## src/design/soc_pkg.sv

```systemverilog
package soc_pkg;

    ////////////////////////////////////////
    // data bus

    // cpu side request, one per valid cycle
    typedef struct packed {
        logic [31:0] addr;   // byte address, word offset once past the controller
        logic [31:0] wdata;
        logic [3:0]  wstrb;  // all zero means read
    } bus_req_t;

    typedef struct packed {
        logic [31:0] rdata;
    } bus_resp_t;

    ////////////////////////////////////////
    // address map

    // taken from addr[29:28]
    typedef enum logic [1:0] {
        REGION_RAM    = 2'd0,
        REGION_VIDEO  = 2'd1,
        REGION_PERIPH = 2'd2,
        REGION_NONE   = 2'd3
    } region_e;

    // word offsets inside the peripheral region
    localparam int REG_DEBUG_OFFSET = 0;
    localparam int REG_LED_OFFSET   = 1;

    ////////////////////////////////////////
    // seven segment

    // cathodes {g,f,e,d,c,b,a}, low lights the segment
    localparam logic [6:0] SEG_PATTERNS [16] = '{
        7'h40, 7'h79, 7'h24, 7'h30,  // 0 1 2 3
        7'h19, 7'h12, 7'h02, 7'h78,  // 4 5 6 7
        7'h00, 7'h10, 7'h08, 7'h03,  // 8 9 A b
        7'h46, 7'h21, 7'h06, 7'h0e   // C d E F
    };

endpackage

```

## src/design/memory_controller.sv

```systemverilog
`timescale 1ns/1ps

module memory_controller (
    input  logic              clk_in,
    input  logic              arst_n,
    input  logic              req_valid,
    input  soc_pkg::bus_req_t req,
    input  logic [31:0]       ram_rdata,
    input  logic [31:0]       video_rdata,
    input  logic [31:0]       periph_rdata,
    output soc_pkg::bus_req_t tgt_req,
    output logic              ram_sel,
    output logic              video_sel,
    output logic              periph_sel,
    output logic              resp_valid,
    output soc_pkg::bus_resp_t resp
);

    soc_pkg::region_e region;     // decode of the current request
    soc_pkg::region_e rd_region;  // region of the read in flight
    logic             is_read;

    assign region  = soc_pkg::region_e'(req.addr[29:28]);
    assign is_read = (req.wstrb == 4'b0000);

    ////////////////////////////////////////
    // request side

    // targets see a word offset inside their region
    always_comb begin
        tgt_req      = req;
        tgt_req.addr = {6'd0, req.addr[27:2]};
    end

    // unmapped region gets no select, so writes there vanish
    assign ram_sel    = req_valid && (region == soc_pkg::REGION_RAM);
    assign video_sel  = req_valid && (region == soc_pkg::REGION_VIDEO);
    assign periph_sel = req_valid && (region == soc_pkg::REGION_PERIPH);

    ////////////////////////////////////////
    // response side

    // targets read synchronously, so the answer lines up one cycle later
    always_ff @(posedge clk_in or negedge arst_n) begin
        if (!arst_n) begin
            resp_valid <= 1'b0;
            rd_region  <= soc_pkg::REGION_NONE;
        end else begin
            resp_valid <= req_valid && is_read;  // writes never answer
            rd_region  <= region;
        end
    end

    // steer the word from whichever target was hit
    always_comb begin
        case (rd_region)
            soc_pkg::REGION_RAM:    resp.rdata = ram_rdata;
            soc_pkg::REGION_VIDEO:  resp.rdata = video_rdata;
            soc_pkg::REGION_PERIPH: resp.rdata = periph_rdata;
            default:                resp.rdata = 32'd0;  // unmapped reads answer zero
        endcase
    end

endmodule

```

## config.mk

```make
export PLATFORM = sky130hd
export DESIGN_NAME = memory_controller
export DESIGN_NICKNAME = d
export VERILOG_FILES = /design/src/design/soc_pkg.sv /design/src/design/memory_controller.sv
export SDC_FILE = /design/constraint.sdc
export NUM_CORES = 1
export LEC_CHECK = 0
export ABC_AREA = 0
export ABC_CLOCK_PERIOD_IN_PS = 2400
export BUFFER_PORTS_ARGS = -buffer_cell sky130_fd_sc_hd__buf_4
export CORE_AREA = 2 2 106 108
export CTS_CLUSTER_SIZE = 24
export DETAILED_ROUTE_END_ITERATION = 12
export DIE_AREA = 0 0 108 110
export GPL_TIMING_DRIVEN = 0
export PLACE_DENSITY = 0.46
export SYNTH_ARGS = -nofsm -noshare
export SYNTH_HDL_FRONTEND = slang
export SYNTH_SLANG_ARGS = --single-unit
```

## constraint.sdc

```tcl
create_clock -name clk_in -period 2.4 [get_ports clk_in]
set_input_delay 0.48 -clock clk_in [delete_from_list [all_inputs] [get_ports clk_in]]
set_output_delay 0.48 -clock clk_in [all_outputs]
set_load 0.005 [all_outputs]
```

==> run_results.csv <==
group,metric,value,unit
run_status,outcome,"finished, final reports clean",
worst_setup_path,crit_fanout,10,
sta,rsz0062_at_grt,"false",
layout,post_route_cell_area,3170,µm²
yosys,postSynthRegisterBits,3,
placed_design,detailedPlacementHpwl,5.64,mm
worst_setup_path,path_class,"flip-flop to primary output",
sta,slew_viol_final,0,
drt,avgViaCountPerCell,3.65,
layout,finalCoreUtilization,29.6,%
drt,remaining_drc_errors,0,
global_routing,number_of_global_route_vias_before_repair,1769,
yosys,yosysTopAreaCellShare,36.6,%
sta,setup_viol,0,
drt,wl_met2,3.49,mm
power_and_ir_drop,post-layout-total-power,0.726,mW
power_and_ir_drop,cellPowerDensity,229,nW/µm²
worst_setup_path,setup.worst_path.end_class,"primary output",
yosys,synth_area_leader_cell,"buf_4",
worst_setup_path,required_time_of_the_worst_setup_path,1920,ps
floorplanning,coreArea,10700,µm²
drt,route.final.wire_length,6.31,mm
global_routing,grt_usage,8.75,%
drt,dr_wl_met3,820,µm
yosys,synth_cell_types,17,
sta,worst_hold_slack,50.3,ps
clock_network,cts-hold-fix-buffers,0,
global_routing,grt_start_max_net_pins,11,
placed_design,routabilityCongestion,0.719,
drt,avgRoutedWirePerCell,12.5,µm
sta,timing.final.hold_violations,0,
yosys,synthesis.yosys.warnings,0,
clock_network,ctsRootBufferMaster,"clkbuf_8",
layout,area_used_by_multi_input_combinational_logic,736,µm²
drt,detailedRoute.firstPassIterationCount,4,
drt,detail_route.wirelength.met1,1.98,mm
floorplanning,die_w,108,µm
floorplanning,floorplan.die_area,11900,µm²
clock_network,clkSlewWorstSetupHoldPaths,30,ps
clock_network,post_cts_resized,0,
global_routing,grt-ovfl-total,0,
layout,fillCellCount,1154,
worst_setup_path,setup.worst_path.start_class,"flip-flop",
yosys,seq_area_frac_synth,5.48,%
yosys,netlist_top_cells_area,"buf_4 37%, mux2i_1 23%, o2bb2ai_1 14%, o2bb2ai_2 11%, buf_6 6.4%",
sta,max-slew-margin-rel,66.5,%
sta,timing.setup.tns,0,ps
layout,layout-area-overhead-vs-synth,124,%
worst_setup_path,worst-endpoint-arrival,1550,ps
yosys,synth-edff-count,0,
placed_design,placement.cell_area,3130,µm²
yosys,synthFlopType,"dfstp_2",
drt,top_layer_used,"met4",
clock_network,tritoncts,"yes",
clock_network,cts_setup_buffers,0,
yosys,synth.top_cells.by_count,"69 x buf_4, 32 x mux2i_1, 22 x o2bb2ai_1",
placed_design,portBuffers,202,
power_and_ir_drop,max-vdd-ir-drop,0.000109,V
worst_hold_path,min_path_type,"input pin to asynchronous set/reset pin",
power_and_ir_drop,leak,1.73,nW
layout,seqCellArea,77.6,µm²
sta,max_slew.worst_pin.slew,503,ps
yosys,synth.avg_cell_area,9.13,µm²
layout,final_layout_size_suffix_gt1_share,80.9,%
layout,instances_no_fill,506,
global_routing,antenna_found_initial,0,
floorplanning,floorplan.die.height,110,µm
sta,finalWorstSetupSlack,374,ps
clock_network,cts_buffers,3,
floorplanning,num_rows,38,
sta,fmax_achieved,0.494,GHz
drt,drt_iter0_markers,26,
clock_network,cts.sink_count,3,
yosys,syn_area,1420,µm²
sta,fin_crit_sh,84.4,%
clock_network,cts_htree_levels,1,
floorplanning,num_io_pins,271,
clock_network,clock_tree.buffer_depth,2,
floorplanning,start_util,13.2,%
drt,vias,1845,
global_routing,grt_first_pass_wirelength,8.31,mm
yosys,yosysMostFrequentCell,"buf_4",
yosys,netlist_instances,155,
run,max_cap_violations,0,
layout,diodes,0,
sta,post-route-min-period,2030,ps
yosys,postSynth.asyncResetShare,100,%
placed_design,post-place-cells,502,
layout,final_net_count,534,
drt,antenna_left,0,
placed_design,dp_worst_setup_slack,562,ps
cells in the final DEF (no fill, tap or decap), drive strengths merged:
cell type and count:
nor2 1, conb 6, nor3b 1, buf 280, and2 1, mux2i 32, dfrtp 1, o2bb2ai 32
dfstp 2, nor2b 1, nor4 1, nand2 1, and3b 1, clkbuf 6
state kept, by name, summed over array words and instances (netlist names):
| signal | flops |
|---|---|
| rd_region | 2 |
| resp_valid | 1 |
area by class of cell:
cell class | instances | area share [%]
Sequential cell | 3 | 2.45
Buffer | 80 | 19.6
Multi-Input combinational cell | 77 | 23.2
Clock buffer | 4 | 1.42
Timing Repair Buffer | 202 | 47.8
Tap cell | 140 | 5.52
worst max-delay path: stages (launching register included):
cell,delay [ps]
dfstp_2,500
buf_4,140
clkbuf_1,410
o2bb2ai_1,120
buf_4,150
worst paths after layout:
kind	endpoint	from	slack [ps]
max	resp[21]	rd_region[1]	370
min	resp_valid	arst_n	50
max in group asynchronous	rd_region[0]	arst_n	2160
min in group clk_in	rd_region[0]	req[64]	400
logic make-up (layout without fill, tap and decap cells):
kind of cell           Yosys count  in the layout  share of synthesized area [%]
buffers and inverters           80            286                           43.9
AO/OA/AOI/OAI                   32             32                           24.2
multiplexers                    32             32                           22.6
AND/OR/NAND/NOR                  7              7                           3.54
flip-flops                       3              3                           5.48
other                            1              6                          0.265
where the power goes:
part	leakage [nW]	internal, mW	total (mW)	switching [mW]
combinational	1.67	0.360	0.526	0.166
clock	0.0228	0.113	0.145	0.0318
sequential	0.0349	0.0542	0.0549	0.000696
total	1.73	0.527	0.726	0.198
routing by layer:
layer	global-route usage (%)	vias up
met4	1.19	0
met5	0	-
met3	2.88	2
met1	8.35	799
li1	-	902
met2	18.3	142
Note: power is estimated with default switching activity, not from simulation.
