==> config.mk <==
export PLATFORM = sky130hd
export DESIGN_NAME = periph_regs
export DESIGN_NICKNAME = d
export VERILOG_FILES = /design/src/design/soc_pkg.sv /design/src/design/periph_regs.sv
export SDC_FILE = /design/constraint.sdc
export NUM_CORES = 1
export LEC_CHECK = 0
export CAP_MARGIN = 20
export CORE_ASPECT_RATIO = 1.2
export CORE_MARGIN = 5
export CORE_UTILIZATION = 48
export DETAILED_ROUTE_END_ITERATION = 12
export DONT_BUFFER_PORTS = 1
export PLACE_DENSITY = 0.62
export SYNTH_ARGS = -nofsm -noshare
export SYNTH_HDL_FRONTEND = slang
export SYNTH_SLANG_ARGS = --single-unit
==> constraint.sdc <==
create_clock -name clk_in -period 1.45 [get_ports clk_in]
set_clock_uncertainty 0.1 [all_clocks]
set_input_delay 0 -clock clk_in [delete_from_list [all_inputs] [get_ports clk_in]]
set_output_delay 0 -clock clk_in [all_outputs]
set_load 0.03 [all_outputs]
==> src/design/soc_pkg.sv <==
package soc_pkg;

    ////////////////////////////////////////
    // data bus

    // cpu side request, one per valid cycle
    typedef struct packed {
        logic [31:0] addr;   // byte address, word offset once past the controller
        logic [31:0] wdata;
        logic [3:0]  wstrb;  // all zero means read
    } bus_req_t;

    typedef struct packed {
        logic [31:0] rdata;
    } bus_resp_t;

    ////////////////////////////////////////
    // address map

    // taken from addr[29:28]
    typedef enum logic [1:0] {
        REGION_RAM    = 2'd0,
        REGION_VIDEO  = 2'd1,
        REGION_PERIPH = 2'd2,
        REGION_NONE   = 2'd3
    } region_e;

    // word offsets inside the peripheral region
    localparam int REG_DEBUG_OFFSET = 0;
    localparam int REG_LED_OFFSET   = 1;

    ////////////////////////////////////////
    // seven segment

    // cathodes {g,f,e,d,c,b,a}, low lights the segment
    localparam logic [6:0] SEG_PATTERNS [16] = '{
        7'h40, 7'h79, 7'h24, 7'h30,  // 0 1 2 3
        7'h19, 7'h12, 7'h02, 7'h78,  // 4 5 6 7
        7'h00, 7'h10, 7'h08, 7'h03,  // 8 9 A b
        7'h46, 7'h21, 7'h06, 7'h0e   // C d E F
    };

endpackage

==> src/design/periph_regs.sv <==
`timescale 1ns/1ps

module periph_regs (
    input  logic              clk_in,
    input  logic              arst_n,
    input  logic              sel,
    input  soc_pkg::bus_req_t tgt_req,
    output logic [31:0]       rdata,
    output logic [31:0]       debug_value,
    output logic [15:0]       led
);

    logic hit_debug;
    logic hit_led;

    assign hit_debug = (tgt_req.addr == soc_pkg::REG_DEBUG_OFFSET);
    assign hit_led   = (tgt_req.addr == soc_pkg::REG_LED_OFFSET);

    // byte strobed register writes
    always_ff @(posedge clk_in or negedge arst_n) begin
        if (!arst_n) begin
            debug_value <= 32'd0;
            led         <= 16'd0;
        end else if (sel) begin
            for (int b = 0; b < 4; b++) begin
                if (tgt_req.wstrb[b] && hit_debug) begin
                    debug_value[8*b +: 8] <= tgt_req.wdata[8*b +: 8];
                end
            end
            for (int b = 0; b < 2; b++) begin  // led keeps the low half only
                if (tgt_req.wstrb[b] && hit_led) begin
                    led[8*b +: 8] <= tgt_req.wdata[8*b +: 8];
                end
            end
        end
    end

    // readback, zero for any other offset
    always_ff @(posedge clk_in) begin
        if (sel) begin
            rdata <= hit_debug ? debug_value :
                     hit_led   ? {16'd0, led} : 32'd0;
        end
    end

endmodule

==> results of run 1 <==
## kinds of logic (layout without fill, tap and decap cells)
kind of cell | Yosys count | after routing | share of synthesized area
mux | 64 | 64 | 0.215
buf+inv | 11 | 70 | 0.0129
flops | 80 | 80 | 0.637
simple gates | 54 | 54 | 0.135
## area by class of cell
class	instances	area [um2]
multi-input cells	118	1340
flip-flops and latches	80	2160
well taps	87	109
clock buffers	12	156
clock inverters	4	51.3
inverters	5	18.8
fillers	522	2450
repair buffers	49	561
## synthesized netlist by cell type
master     n
buf_2      2
and2_1    16
clkbuf_1   4
edfxtp_1  32
nor4_4    10
mux2_1     4
dfrtp_1   48
nor4b_1    1
mux2_2    36
mux2i_1   16
nor3_1     2
inv_1      5
nor2_1    16
or2_2      1
nor4_1     3
nand2_1    2
nand4_1    2
mux2_4     8
nand4_4    1
## power by group
part           switching (mW)  leakage [nW]  internal, mW  total [mW]
sequential              0.116         0.975          2.40        2.52
combinational          0.0792         0.774         0.100       0.179
clock                   0.769         0.102         0.902        1.67
## registers in the layout (all words and copies together), names as in the netlist
| name | cells |
|---|---|
| debug_value | 32 |
| rdata | 32 |
| led | 16 |
## final timing paths
check                           slack [ps]   startpoint              end
worst max-delay path                   150  tgt_req[54]          led[10]
worst min-delay path                  -190  tgt_req[36]        rdata[14]
worst max register to register         290       led[9]         rdata[9]
worst min register to register         460       led[5]           led[5]
max in group asynchronous              940       arst_n  debug_value[18]
min in group asynchronous               80       arst_n          led[15]
## metal layers
layer | share of wire | vias to the layer above
met5 | 0 | -
met1 | 0.37 | 989
met4 | 0.017 | 0
met3 | 0.080 | 11
met2 | 0.53 | 92
li1 | - | 870
## through the flow
stage	worst slack [ps]	power, mW	std cells	setup TNS [ps]	hold slack (ps)
floorplan	-329	2.61	209	-16430	-396
global placement	-184	2.60	303	-7780	-394
detailed placement	-209	2.61	303	-9640	-394
CTS	157	4.41	355	0	-217
global route	83.4	4.53	355	0	-193
finish	153	4.37	355	0	-190
## worst reg2reg max path, cell delays in order (launching register included)
cell and delay [ps]:
dfrtp_1 530, mux2i_1 220, nor2_1 60
==> results.md, run 1 <==
- Crit-path slowest cell: nor4_4
- Global Route met1 Usage: 0.196
- Vias in the first global route: 2188
- Critical path, cell by cell: nor4_4 -> nand4_4 -> buf_12 -> nor4_4 -> buf_12 -> mux2_4
- Failing checks: negative hold slack
- Hold Violations, Final: 48
- Leak Pwr: 1.85 nW
- Die Footprint: 8860 um2
- Post-DP HPWL: 5640 um
- Initial Util: 0.495
- Root Driver: clkbuf_8
- I/O Buffers: 0
- FF+latch count, synth: 80
- Nets: approximately 330
- CTS tree: yes
- YS warnings: 0
- Fraction of layout cells with a size suffix above 1: 0.332
- Clock-pin slew on the worst setup and hold paths: 90 ps
- Die Wd: 86.8 um
- RePlAce Congestion: 0.777
- Global-route wire length before repair: 11800 um
- Worst Reg-to-Reg Cells: 2
- Final core occ: 0.642
- CTS-repair resized insts: 0
- Hold Path Cell Cnt: 2
- Via/cell ratio: 5.53
- Mapped Area: 3390 um2
- Worst setup SP type: input port
- H-tree levels: 3
- Slew headroom: 0.743
- Cell variety after synth: 19
- Io pins: 151
- Total nets after synthesis: 280
- GR Util met2: 0.307
- Synth top area cells: dfrtp_1, edfxtp_1, mux2_2
- DR pass1 iterations: 6
- Crit path DAT: 1410 ps
- Die Y: 102 um
- Antenna-violating nets left: 0
- WHS: -190 ps
- Status: finished, violations left
- Syn avg cell area: 16.2 um2
- Total Routing Usage GR: 0.177
- CP Buf/Inv Count: 2
- Top cell type's share of synthesized area: 0.354
- Final Max Slew Viols: 0
- Placed Instance Area: 3800 um2
- CP required: between 1500 and 2000 ps
- CTS sink cnt: 80
- RSZ-0062 raised after global routing: false
- Levels on crit path: 6
- DRC: 0
- Max rail drop VDD: 0.000647 V
- Antenna violations before repair: 0
- Num CTS Buffers: 9
- Sequential share of the synthesized area: 0.637
- Gr busiest metal: met2
- Total congestion overflow: 0
- Routed wire per std cell: approximately 23 um
- Syn-to-layout area delta: 29.6%
- Critical Path End Type: flip-flop
- Setup Buffers After CTS: 0
- Final Setup Violations: 0
- Kind of critical path: input port to flip-flop
- Crit path largest cell delay: 310 ps
- Tightest Pin Transition: 386 ps
- Initial DRC Count: 63
- Fmax: 0.771 GHz
- Core footprint: 6850 um2
- Hold Path Class: input port to flip-flop
- Worst Path Max Fanout: 8
- Post-layout minimum cycle time: 1300 ps
- Routed via count: 1962
- Diodes inserted: 0
- Syn Inst Count: 209
- Delay-heaviest family, CP: simple AND/OR/NAND/NOR gates
- CTS Buffer Depth: 2
- Most frequent cells in the layout: dfrtp_1, mux2_4, dlygate4sd3_1
- Largest net degree at the start of global routing: 49
- Post-CTS Hold Buffers: 36
- Cell taking the most area after synthesis: dfrtp_1
- Max Cap Viol: 0
- Met3 GRT Util: 0.0565
- Fin area: 4400 um2
- Commonest non-fill, non-tap cell in the layout: dfrtp_1
- Clock Latency Late Sink: 340 ps
- # rows: 33
- Tcrit/Tclk final: 0.894
- Final wirelength: approximately 8000 um
- PD cells: 993 nW/um2
(Power assumes the default switching activity.)
==> run 2, diff against run 1 <==
ABC_CLOCK_PERIOD_IN_PS = 1450   (was default)
RECOVER_POWER = 100   (was default)
==> run 2 against run 1 <==
Non-clock buffer count is the same. Fmax is 3.5% lower. Combinational power down 9%. Critical endpoint is now rdata[10]. Flip-flop and latch count is the same. Core utilization is 2.2 points lower. The flow still finishes with violations (negative hold slack). Global-route usage unchanged. Clock power is essentially flat. Die area did not move. Sequential share of layout area grew 1.7 points. Critical path type unchanged. Sequential power barely moved. Worst setup slack got worse by 47 ps. First-iteration DRC count fell by 6.3%.
==> results.md, run 2 (synthesis results as in run 1) <==
- Critical Path End: rdata[10]
- CTS-repair resized insts: 0
- Clock Latency Late Sink: 340 ps
- Status: finished, violations left
- RePlAce Congestion: a little under 0.8
- Total congestion overflow: 0
- DR pass1 iterations: 4
- Critical path, cell by cell: dlygate4sd3_1 -> clkbuf_2
- CP required: around 1300 ps
- Fin cells: 355
- I/O Buffers: 0
- Combinational share of power: 0.037
- Syn-to-layout area delta: 25.2%
- Crit path DAT: between 1000 and 1500 ps
- Antenna-violating nets left: 0
- Final Max Slew Viols: 0
- Die Footprint: 8860 um2
- CTS tree: yes
- Post-CTS Hold Buffers: 36
- Psw: 0.959 mW
- Crit path largest cell delay: approximately 650 ps
- Die Y: 102 um
- Tightest Pin Transition: 851 ps
- Hold Violations, Final: between 40 and 50
- Switch share: 0.220
- Failing checks: negative hold slack
- Final Setup Violations: 0
- Root Driver: clkbuf_8
- Cells after DPL: 303
- Top Registers: debug_value x32, rdata x32, led x16
- Num CTS Buffers: 9
- Initial DRC Count: 59
- R2R setup slack: approximately 270 ps
- Kind of critical path: input port to flip-flop
- CP Buf/Inv Count: 2
- Critical Path End Type: flip-flop
- Max Cap Viol: 0
- Most frequent cells in the layout: dfrtp_1, dlygate4sd3_1, edfxtp_1
- Largest net degree at the start of global routing: 49
- Leak Pwr: 1.81 nW
- Levels on crit path: 2
- Worst setup SP type: input port
- Post-DP HPWL: 5640 um
- Critical Path Source: sel
- Initial Util: 0.495
- Final setup TNS: 0 ps
- Crit Reg-Reg Startpoint: led[7]
- Crit-path slowest cell: clkbuf_2
- Fmax: 0.744 GHz
- Tcrit/Tclk final: 0.927
- Nets: ~330
- Part of the power in the clock network: 0.384
- CTS Buffer Depth: 2
- Crit Reg-Reg Endpoint: rdata[7]
- Final wirelength: 8000 um
- Worst Path Max Fanout: 32
- RSZ-0062 raised after global routing: false
- Global-route wire length before repair: 11800 um
- Pwr Total: 4.35 mW
- WHS: -186 ps
- Diodes inserted: 0
- Antenna violations before repair: 0
- Worst Reg-to-Reg Cells: 2
- Max rail drop VDD: ~0.00065 V
- Clock-pin slew on the worst setup and hold paths: 80 ps
- Fraction of layout cells with a size suffix above 1: 0.250
- Io pins: 151
- DRC: 0
- PD cells: 1020 nW/um2
- Post-layout minimum cycle time: between 1000 and 1500 ps
- Via/cell ratio: 5.56
- Commonest non-fill, non-tap cell in the layout: dfrtp_1
- H-tree levels: 3
- Int Pwr: between 3 and 4 mW
- Routed wire per std cell: 22.5 um
- Slew headroom: 0.432
- Delay-heaviest family, CP: buffers and inverters
- Core footprint: about 6900 um2
- Sequential share of power: 0.579
- Setup Buffers After CTS: 0
- Total Routing Usage GR: 0.177
- Vias in the first global route: between 2000 and 2500
- Die Wd: a little under 90 um
- Routed via count: 1974
- CTS sink cnt: 80
- Hold Path Class: input port to flip-flop
- # rows: 33
## run 2: cell count changes in the layout (fill, tap and decap cells not counted), moves of 4 or more
cell / change
and2_1: -4
clkbuf_2: +4
and2_0: +4
buf_4: -6
mux2_1: +18
mux2_4: -18
## run 2: area by class of cell
class | instances | area [um2]
fillers | 562 | 2600
flip-flops and latches | 80 | 2160
inverters | 5 | 18.8
repair buffers | 49 | 507
clock buffers | 12 | 156
well taps | 87 | 109
clock inverters | 4 | 51.3
multi-input cells | 118 | 1250
## run 2: worst min-delay path by stage
stage	from	to	slack, ps	cells after the start
floorplan	arst_n	debug_value[0]	-400	0
global placement	arst_n	debug_value[8]	-390	0
detailed placement	arst_n	debug_value[8]	-390	0
CTS	tgt_req[36]	rdata[14]	-220	2
global route	tgt_req[36]	rdata[0]	-190	2
finish	tgt_req[36]	rdata[13]	-190	2
## run 2: power groups by stage
stage,sequential (mW),clock (mW),combinational [mW]
after floorplan,2.56,0,0.0544
after global placement,2.57,0,0.0383
after detailed placement,2.57,0,0.0389
after CTS,2.52,1.71,0.182
after global routing,2.52,1.81,0.177
final,2.52,1.67,0.162
## run 2: stage by stage
| stage | utilization | hold WS (ps) | area, um2 | setup slack [ps] |
|---|---|---|---|---|
| floorplan | - | -396 | 3550 | -329 |
| global placement | 0.555 | -394 | 3800 | -184 |
| detailed placement | 0.555 | -394 | 3800 | -209 |
| CTS | 0.642 | -217 | 4400 | 157 |
| global route | 0.620 | -193 | 4250 | 45.9 |
| finish | 0.620 | -186 | 4250 | 106 |
## run 2: metal layers
metal  track usage  wire length [um]
met5             0                 0
met1         0.196              3030
met4        0.0875               140
met3        0.0565               611
met2         0.307              4210
