[src/design/soc_pkg.sv]
package soc_pkg;

    ////////////////////////////////////////
    // data bus

    // cpu side request, one per valid cycle
    typedef struct packed {
        logic [31:0] addr;   // byte address, word offset once past the controller
        logic [31:0] wdata;
        logic [3:0]  wstrb;  // all zero means read
    } bus_req_t;

    typedef struct packed {
        logic [31:0] rdata;
    } bus_resp_t;

    ////////////////////////////////////////
    // address map

    // taken from addr[29:28]
    typedef enum logic [1:0] {
        REGION_RAM    = 2'd0,
        REGION_VIDEO  = 2'd1,
        REGION_PERIPH = 2'd2,
        REGION_NONE   = 2'd3
    } region_e;

    // word offsets inside the peripheral region
    localparam int REG_DEBUG_OFFSET = 0;
    localparam int REG_LED_OFFSET   = 1;

    ////////////////////////////////////////
    // seven segment

    // cathodes {g,f,e,d,c,b,a}, low lights the segment
    localparam logic [6:0] SEG_PATTERNS [16] = '{
        7'h40, 7'h79, 7'h24, 7'h30,  // 0 1 2 3
        7'h19, 7'h12, 7'h02, 7'h78,  // 4 5 6 7
        7'h00, 7'h10, 7'h08, 7'h03,  // 8 9 A b
        7'h46, 7'h21, 7'h06, 7'h0e   // C d E F
    };

endpackage

[src/design/seven_segment_controller.sv]
`timescale 1ns/1ps

module seven_segment_controller #(
    parameter int SCAN_DIV = 4
) (
    input  logic        clk_in,
    input  logic        arst_n,
    input  logic [31:0] val,
    output logic [7:0]  an,
    output logic [6:0]  cat
);

    localparam int CW = (SCAN_DIV > 1) ? $clog2(SCAN_DIV) : 1;

    logic [CW-1:0] div_cnt;  // cycles spent on the current digit
    logic [2:0]    digit;
    logic          started;  // low until the first divider step
    logic [3:0]    nibble;

    ////////////////////////////////////////
    // digit scan

    always_ff @(posedge clk_in or negedge arst_n) begin
        if (!arst_n) begin
            div_cnt <= '0;
            digit   <= 3'd0;
            started <= 1'b0;
        end else if (div_cnt == CW'(SCAN_DIV - 1)) begin
            div_cnt <= '0;
            started <= 1'b1;
            if (started) begin
                digit <= digit + 3'd1;  // wraps after 7
            end
        end else begin
            div_cnt <= div_cnt + 1'b1;
        end
    end

    ////////////////////////////////////////
    // drive

    assign nibble = val[4*digit +: 4];

    // common anode, one low anode for the lit digit
    assign an  = started ? ~(8'b1 << digit) : 8'hff;
    assign cat = started ? soc_pkg::SEG_PATTERNS[nibble] : 7'h7f;

endmodule

[config.mk]
export PLATFORM = sky130hd
export DESIGN_NAME = seven_segment_controller
export DESIGN_NICKNAME = d
export VERILOG_FILES = /design/src/design/soc_pkg.sv /design/src/design/seven_segment_controller.sv
export SDC_FILE = /design/constraint.sdc
export NUM_CORES = 1
export LEC_CHECK = 0
export BUFFER_PORTS_ARGS = -buffer_cell sky130_fd_sc_hd__buf_2
export CORE_MARGIN = 2
export CORE_UTILIZATION = 45
export DETAILED_ROUTE_END_ITERATION = 6
export PLACE_DENSITY = 0.8
export RECOVER_POWER = 25
export SETUP_SLACK_MARGIN = 0.05
export SYNTH_ARGS = -nofsm -noshare
export SYNTH_HDL_FRONTEND = slang
export SYNTH_SLANG_ARGS = --single-unit
[constraint.sdc]
create_clock -name clk_in -period 2.8 [get_ports clk_in]
set_input_delay 0.14 -clock clk_in [delete_from_list [all_inputs] [get_ports clk_in]]
set_output_delay 0.14 -clock clk_in [all_outputs]
set_load 0.02 [all_outputs]
==> results of run 1 <==
==> worst reg2reg max path: stages, from the launching register on <==
cell and delay, ns:
dfrtp_2 0.51, inv_1 0.19, ha_1 0.34, mux2_2 0.26
==> stage by stage <==
stage	std cells	worst slack, ns	util (%)
finish	171	0.160	62.6
global route	171	0.0266	62.6
CTS	171	0.0719	62.6
detailed placement	167	0.292	60.8
global placement	167	0.455	60.8
floorplan	94	0.383	-
==> area by class of cell <==
cell class	count	area [µm²]	share of cell area (%)
multi-input combinational	76	722	58.8
timing repair buffer	52	272	22.1
sequential	6	153	12.4
tap	27	33.8	2.75
inverter	7	26.3	2.14
clock buffer	3	22.5	1.83
==> kinds of logic after synthesis <==
group | count (synthesis) | share of synthesized area (%)
AND/OR/NAND/NOR | 25 | 13.0
adder cells (fa/ha/maj) | 13 | 17.3
multiplexers | 17 | 28.7
buffers and inverters | 12 | 7.57
AO/OA/AOI/OAI | 20 | 16.6
flip-flops | 6 | 15.9
XOR/XNOR | 1 | 0.930
==> registers in the layout, summed over array words and instances, names as in the netlist <==
register / cells
div_cnt: 2
started: 1
digit: 3
==> power by group <==
part | switching (mW) | total, mW | internal [mW]
Sequential | 0 | 0.0870 | 0.0870
Combinational | 0.0494 | 0.100 | 0.0506
Clock | 0.0305 | 0.0789 | 0.0484
Total | 0.0798 | 0.266 | 0.186
==> per-layer routing <==
metal	vias up	GRT usage, %	routed length [µm]
met3	6	3.03	107
li1	449	-	-
met1	432	21.2	915
met4	0	5.09	39
met5	-	0	0
met2	29	36.0	1240
==> cells in the final DEF (no fill, tap or decap), types with 4 or more instances in the layout <==
cell type	netlist	final
mux2i_1	6	6
inv_1	5	5
nor2_1	4	4
mux4_2	6	6
nand3_1	4	4
ha_1	13	13
buf_2	0	47
nand2_1	9	9
dfrtp_1	6	4
==> worst min-delay path by stage <==
stage	startpoint	end	slack [ns]	cells past startpoint
finish	arst_n	div_cnt[1]	0.30	2
global route	arst_n	div_cnt[1]	0.32	2
CTS	arst_n	div_cnt[1]	0.24	2
detailed placement	arst_n	div_cnt[1]	-0.03	1
global placement	arst_n	div_cnt[1]	-0.03	1
floorplan	arst_n	digit[0]	-0.16	0
==> repair_timing <==
item,CTS,global route
gates resized for setup,1,2
endpoints found under the setup margin,1,3
gates cloned,0,0
hold buffers,1,0
hold endpoints to repair,6,0
==> out/qor.csv, run 1 <==
stage;metric;value;unit
status;status;finished clean;
die;rows;16;
synth;synthCells;94;
synth;yosysTopAreaCellShare;17.3;%
setup_path;cp_max_fo;5;
place;dp_hpwl;1.89;mm
sta;setup_tns;0;ns
routing;wl_per_cell;13.4;µm
setup_path;crit_buf_inv;3;
setup_path;cp.depth;9;
global_routing;antenna_found_initial;0;
clock_network;numCtsBuffers;3;
clock_network;clock_latency;0.24;ns
setup_path;path_common_cell;inv_1;
routing;drt-total-wl;2.30;mm
place;port_buffers;48;
setup_path;rrSetupSlack;1.38;ns
pwr;finalPower;266;µW
routing;final_antenna_net_count;0;
routing;via_per_inst;5.36;
setup_path;timing.rr.start;digit[0];
synth;synth_area;942;µm²
synth;avgSynthCellArea;10.0;µm²
routing;drc;0;
final_layout;n_fill_cell;190;
clock_network;htree_num_levels;1;
die;die_x;49.8;µm
clock_network;post_cts_buffers;0;
global_routing;grt_overflow_total;0;
final_layout;syn2layout_area_growth;30.4;%
sta;post-route-period-util;94.3;%
setup_path;worstPathArrival;2.50;ns
setup_path;critPathCapture;cat[3];
sta;final-hold-violation-count;0;
setup_path;worstPathCellList;mux4_2 > mux2i_1 > inv_1 > ha_1 > inv_1 > a21oi_1 > a2111oi_1 > a31oi_1 > buf_2;
synth;synthMostInstantiatedCell;ha_1;
global_routing;track_usage;18.8;%
setup_path;end_kind;output port;
routing;dr.pass1.iters;4;
die;core-area;1960;µm²
pwr;vdd_drop_max;0.000220;V
place;place_area;1190;µm²
clock_network;cts_tree;yes;
synth;synthesis.nets;141;
clock_network;clkTransAtPathRegs;0.04;ns
sta;tightestPinTransition;0.447;ns
pwr;p_leak;0.602;nW
routing;drt-initial-drc-count;3;
place;gp_congestion;0.796;
setup_path;critPathTopFamily;multiplexers;
synth;synth-main-ff-cell;dfrtp_1;
final_layout;antenna_cells;0;
global_routing;grt_max_degree;14;
synth;synth-async-reset-ratio;100;%
global_routing;grt_pass1_wl;3.71;mm
synth;synth_area_leaders;ha_1, dfrtp_1, mux4_2;
synth;yosysSeqAreaShare;15.9;%
sta;setup_viol_count_final;0;
min_path;min_path_type;input pin to asynchronous set/reset pin;
synth;synth.largest_area_cell;ha_1;
sta;slew_violations;0;
synth;synth.top_cells.by_count;ha_1, nand2_1, dfrtp_1, mux2i_1, mux4_2;
setup_path;cp.required;2.66;ns
setup_path;worstRegToRegCells;3;
final_layout;final_area;1230;µm²
sta;rsz0062_at_grt;true;
clock_network;clock_path_buffers;2;
clock_network;clock-root-buffer;clkbuf_4;
setup_path;critPathMaxStageDelay;0.51;ns
sta;fmax;379;MHz
synth;synth_cell_types;36;
routing;vias;916;
setup_path;crit_start;digit[1];
global_routing;grt_pass1_vias;925;
final_layout;nets;193;
setup_path;slowest_stage;mux4_2;
setup_path;cp-start-kind;flip-flop;
sta;relSlewSlack;69.6;%
final_layout;drive_above_1_share;52.1;%
die;num_io_pins;49;
setup_path;rr_endpoint;digit[1];
job;cap_violations;0;
sta;whs;0.299;ns
die;die_h;49.8;µm
sta;fin_crit;2.64;ns
die;start_util;48.0;%
synth;ys_seq_elements;6;
pwr;powerDensity;216;nW/µm²
clock_network;cts_sinks;6;
synth;synth_edf_count;0;
sta;worst_clock_skew;0.00294;ns
synth;yosysWarnings;0;
setup_path;crit_type;flip-flop to output port;
die;die_area;2480;µm²
Power figures use the tool's default switching activity.
==> inputs of run 2 (changes only) <==
--- a/config.mk
+++ b/config.mk
@@ -7,9 +7,10 @@
 export LEC_CHECK = 0
 export BUFFER_PORTS_ARGS = -buffer_cell sky130_fd_sc_hd__buf_2
 export CORE_MARGIN = 2
-export CORE_UTILIZATION = 45
+export CORE_UTILIZATION = 47
+export CTS_BUF_LIST = sky130_fd_sc_hd__clkbuf_8
 export DETAILED_ROUTE_END_ITERATION = 6
-export PLACE_DENSITY = 0.8
+export PLACE_DENSITY = 0.83
 export RECOVER_POWER = 25
 export SETUP_SLACK_MARGIN = 0.05
 export SYNTH_ARGS = -nofsm -noshare
==> run 2 against run 1 <==
Cell area grew 1.4%. Sequential share of layout area shrank 0.17 points. Highest routed layer unchanged. Global-route usage grew 1.7 points. Core utilization grew 2.2 points. Clock power grew 65%.
==> out/qor.csv, run 2 (same netlist as run 1, synthesis figures left out) <==
stage;metric;value;unit
sta;slew_violations;0;
sta;worst_clock_skew;0.000230;ns
clock_network;clock_path_buffers;2;
pwr;vdd_drop_max;0.000220;V
clock_network;clock-root-buffer;clkbuf_8;
global_routing;antenna_found_initial;0;
setup_path;critPathTopFamily;multiplexers;
clock_network;htree_num_levels;1;
setup_path;crit_buf_inv;3;
final_layout;regMostFlops;digit;
pwr;p_leak;0.609;nW
clock_network;clock_latency;0.23;ns
sta;fmax;379;MHz
die;rows;16;
clock_network;cts_sinks;6;
routing;met1_length;891;µm
routing;final_antenna_net_count;0;
clock_network;numCtsBuffers;3;
min_path;min_path_type;input pin to asynchronous set/reset pin;
place;dp_hpwl;1.94;mm
sta;relSlewSlack;69.4;%
setup_path;cp_max_fo;5;
place;port_buffers;48;
final_layout;antenna_cells;0;
global_routing;grt_max_degree;14;
final_layout;syn2layout_area_growth;32.3;%
routing;wl_per_cell;13.9;µm
setup_path;critPathMaxStageDelay;0.50;ns
final_layout;largest_reg_flops;3;
final_layout;reg_top3;digit: 3 flops, div_cnt: 2 flops, started: 1 flops;
setup_path;timing.rr.start;digit[0];
final_layout;nets;193;
setup_path;end_kind;output port;
setup_path;rr_endpoint;digit[1];
die;core-area;1920;µm²
clock_network;cts_tree;yes;
sta;final-hold-violation-count;0;
routing;drt-initial-drc-count;18;
routing;routed.top_layer;met4;
status;status;finished clean;
setup_path;worstPathArrival;2.50;ns
routing;drc;0;
setup_path;slowest_stage;mux4_2;
global_routing;grt_overflow_total;0;
setup_path;path_common_cell;inv_1;
routing;wl_met3;147;µm
final_layout;drive_above_1_share;52.1;%
global_routing;track_usage;20.5;%
die;die_x;48.8;µm
die;die_area;2380;µm²
setup_path;worstPathCellList;mux4_2 > mux2i_1 > inv_1 > ha_1 > inv_1 > a21oi_1 > a2111oi_0 > a31oi_1 > buf_2;
global_routing;grt_pass1_wl;3.88;mm
sta;rsz0062_at_grt;true;
sta;setup_viol_count_final;0;
die;num_io_pins;49;
setup_path;critPathCapture;cat[3];
job;cap_violations;0;
setup_path;crit_start;digit[1];
final_layout;final_cell_mix;buf_2, ha_1, nand2_1, mux4_2, mux2i_1;
final_layout;final_common_cell;buf_2;
routing;vias;949;
setup_path;cp-start-kind;flip-flop;
sta;setup_tns;0;ns
global_routing;grt_pass1_vias;899;
setup_path;worstRegToRegCells;3;
setup_path;cp.required;2.66;ns
routing;drt-total-wl;2.38;mm
routing;via_per_inst;5.55;
pwr;powerDensity;256;nW/µm²
setup_path;crit_type;flip-flop to output port;
sta;fin_crit;2.64;ns
final_layout;n_fill_cell;173;
setup_path;cp.depth;9;
clock_network;clkTransAtPathRegs;0.03;ns
die;start_util;49.0;%
place;gp_congestion;0.844;
setup_path;rrSetupSlack;1.40;ns
routing;met2WireLength;1.30;mm
routing;dr.pass1.iters;4;
die;die_h;48.8;µm
pwr;finalPower;319;µW
sta;tightestPinTransition;0.450;ns
sta;post-route-period-util;94.1;%
==> run 2: cell counts in the layout (fill, tap and decap cells not counted) <==
No cell type changed its count.
==> run 2: where the power goes <==
part | switching [mW] | internal [mW] | total (mW)
Clock | 0.0378 | 0.0923 | 0.130
Combinational | 0.0507 | 0.0505 | 0.101
Sequential | 0 | 0.0873 | 0.0873
==> run 2: area by class of cell <==
cell class | count | area, µm² | area share [%]
clock buffers | 3 | 41.3 | 3.31
inverters | 7 | 26.3 | 2.11
multi-input cells | 76 | 721 | 57.8
flip-flops and latches | 6 | 153 | 12.2
well taps | 27 | 33.8 | 2.71
repair buffers | 52 | 272 | 21.8
==> run 2: stage by stage <==
stage | util [%] | setup WS [ns] | area, µm² | hold slack, ns | cells
floorplan | - | 0.383 | 942 | -0.156 | 94
finish | 64.8 | 0.164 | 1250 | 0.330 | 171
global route | 64.8 | 0.0395 | 1250 | 0.366 | 171
global placement | 62.1 | 0.442 | 1190 | -0.0310 | 167
detailed placement | 62.1 | 0.332 | 1190 | -0.0257 | 167
CTS | 64.8 | 0.0891 | 1240 | 0.277 | 171
==> run 2: worst min-delay path by stage <==
stage / endpoint / slack, ns / depth (start not counted)
2_1_floorplan: digit[0] / -0.16 / 0
3_3_place_gp: div_cnt[1] / -0.03 / 1
3_5_place_dp: div_cnt[0] / -0.03 / 1
4_1_cts: div_cnt[0] / 0.28 / 2
5_1_grt: div_cnt[0] / 0.37 / 2
6_report: div_cnt[0] / 0.33 / 2
==> run 2: repair_timing <==
item / in CTS / in global routing
setup endpoints to repair: 0 / 2
endpoints found under the hold margin: 6 / 0
buffers inserted: 0 / 0
resized for setup: 0 / 2
hold buffers: 1 / 0
==> run 2: metal layers <==
layer | vias up | track usage [%]
met5 | - | 0
met4 | 0 | 4.29
met3 | 11 | 3.68
met2 | 45 | 41.6
met1 | 446 | 21.6
li1 | 447 | -
==> inputs of run 3 (changes only) <==
--- a/config.mk
+++ b/config.mk
@@ -6,6 +6,7 @@
 export NUM_CORES = 1
 export LEC_CHECK = 0
 export BUFFER_PORTS_ARGS = -buffer_cell sky130_fd_sc_hd__buf_2
+export CORE_ASPECT_RATIO = 1.25
 export CORE_MARGIN = 2
 export CORE_UTILIZATION = 47
 export CTS_BUF_LIST = sky130_fd_sc_hd__clkbuf_8
==> run 3 against run 2 <==
Largest cell class unchanged. Critical endpoint unchanged. Die area is essentially flat. Register-to-register slack hardly changed. Sequential share of layout area up 0.074 points. Highest routed layer unchanged. Critical path type unchanged. Total power decreased by 0.50%. Final cell count shrank 4.1%. First-iteration DRC count is 83% lower. Via count is 0.74% lower.
==> out/qor.csv, run 3 (same netlist as run 1, synthesis figures left out) <==
stage;metric;value;unit
status;status;finished clean;
sta;fin_ws;0.137;ns
min_path;min_path_type;input pin to asynchronous set/reset pin;
final_layout;regArea;153;µm²
routing;wl_per_cell;14.1;µm
die;num_io_pins;49;
clock_network;cts_sinks;6;
clock_network;post_cts_buffers;0;
sta;worst_clock_skew;0.00236;ns
pwr;vdd_drop_max;0.000254;V
routing;drt-total-wl;2.31;mm
final_layout;drive_above_1_share;52.1;%
setup_path;crit_type;flip-flop to output port;
sta;setup_viol_count_final;0;
pwr;p_leak;0.609;nW
setup_path;cp-start-kind;flip-flop;
die;core-area;1940;µm²
clock_network;numCtsBuffers;3;
global_routing;grt_overflow_total;0;
clock_network;clock_path_buffers;2;
final_layout;largest_reg_flops;3;
setup_path;rr_endpoint;digit[1];
sta;relSlewSlack;68.0;%
sta;fin_crit;2.66;ns
setup_path;timing.rr.start;digit[0];
global_routing;grt_max_degree;14;
die;die_x;44.0;µm
sta;fmax;376;MHz
final_layout;regMostFlops;digit;
routing;drt-initial-drc-count;3;
sta;tightestPinTransition;0.479;ns
sta;rsz0062_at_grt;true;
sta;final-hold-violation-count;0;
final_layout;nets;193;
setup_path;end_kind;output port;
place;gp_congestion;0.953;
setup_path;worstRegToRegCells;3;
final_layout;final_common_cell;buf_2;
final_layout;final_cell_mix;buf_2, ha_1, nand2_1, mux4_2, mux2i_1;
final_layout;multiInputGateArea;722;µm²
die;start_util;48.6;%
routing;via_per_inst;5.74;
final_layout;antenna_cells;0;
place;dpl_worst_slack;0.319;ns
global_routing;grt_pass1_wl;4.08;mm
die;die_h;54.1;µm
setup_path;rrSetupSlack;1.41;ns
place;port_buffers;48;
routing;dr.pass1.iters;4;
job;cap_violations;0;
clock_network;htree_num_levels;1;
sta;slew_violations;0;
global_routing;grt_pass1_vias;943;
die;die_area;2380;µm²
sta;setup_tns;0;ns
final_layout;n_fill_cell;161;
routing;drc;0;
place;dp_hpwl;1.92;mm
setup_path;worstPathArrival;2.52;ns
clock_network;cts_tree;yes;
final_layout;syn2layout_area_growth;31.5;%
routing;vias;942;
die;rows;18;
routing;final_antenna_net_count;0;
sta;post-route-period-util;95.1;%
clock_network;clock_latency;0.22;ns
setup_path;cp.required;2.66;ns
global_routing;antenna_found_initial;0;
setup_path;cp_max_fo;5;
final_layout;reg_top3;digit: 3 flops, div_cnt: 2 flops, started: 1 flops;
pwr;powerDensity;256;nW/µm²
clock_network;clock-root-buffer;clkbuf_8;
global_routing;track_usage;23.0;%
clock_network;clkTransAtPathRegs;0.04;ns
==> run 3: cell count changes in the layout (fill, tap and decap cells not counted) <==
cell	before	now
a2111oi_0	1	0
a2111oi_1	0	1
==> run 3: timing repair <==
| item | CTS | global route |
|---|---|---|
| setup endpoints to repair | 0 | 2 |
| hold buffers | 1 | 0 |
| resized for setup | 0 | 3 |
| endpoints found under the hold margin | 6 | 0 |
==> run 3: worst max-delay path by stage <==
stage | from | to | slack [ns] | depth (start not counted)
CTS | digit[1] | cat[3] | 0.06 | 9
global route | digit[1] | cat[3] | 0.03 | 9
detailed placement | digit[1] | cat[3] | 0.32 | 9
floorplan | digit[1] | cat[3] | 0.38 | 9
global placement | digit[1] | cat[3] | 0.37 | 9
finish | digit[1] | cat[3] | 0.14 | 9
==> run 3: final cells by class <==
type | count | area share (%)
Tap cell | 20 | 2.02
Inverter | 7 | 2.12
Clock buffer | 3 | 3.33
Timing Repair Buffer | 52 | 21.9
Sequential cell | 6 | 12.3
Multi-Input combinational cell | 76 | 58.3
==> run 3: per-layer routing <==
metal	wire (µm)	GRT usage [%]	vias to the layer above	share of wire (%)
met4	35	10.1	0	1.5
met2	1260	44.6	39	55
met5	0	0	-	0
li1	-	-	452	-
met3	169	5.03	5	7.3
met1	844	23.1	446	37
==> run 3: power by group <==
| group | switching [mW] | total, mW | internal [mW] |
|---|---|---|---|
| Sequential | 0 | 0.0872 | 0.0872 |
| Combinational | 0.0503 | 0.101 | 0.0507 |
| Clock | 0.0365 | 0.129 | 0.0923 |
| Total | 0.0868 | 0.317 | 0.230 |
==> run 3: critical path, cell delays in order (launching register included) <==
cell and delay [ns]:
dfrtp_2 0.43, mux4_2 0.50, mux2i_1 0.19, inv_1 0.13, ha_1 0.21, inv_1 0.09
a21oi_1 0.05, a2111oi_1 0.41, a31oi_1 0.09, buf_2 0.19
==> run 3: per-stage QoR <==
step | hold slack (ns) | power, mW | std cells | area, µm² | utilization, %
2_1_floorplan | -0.156 | 0.149 | 94 | 942 | -
3_3_place_gp | -0.0286 | 0.185 | 160 | 1180 | 61.2
3_5_place_dp | -0.0256 | 0.188 | 160 | 1180 | 61.2
4_1_cts | 0.271 | 0.322 | 164 | 1240 | 63.8
5_1_grt | 0.375 | 0.335 | 164 | 1240 | 64.0
6_report | 0.321 | 0.317 | 164 | 1240 | 64.0
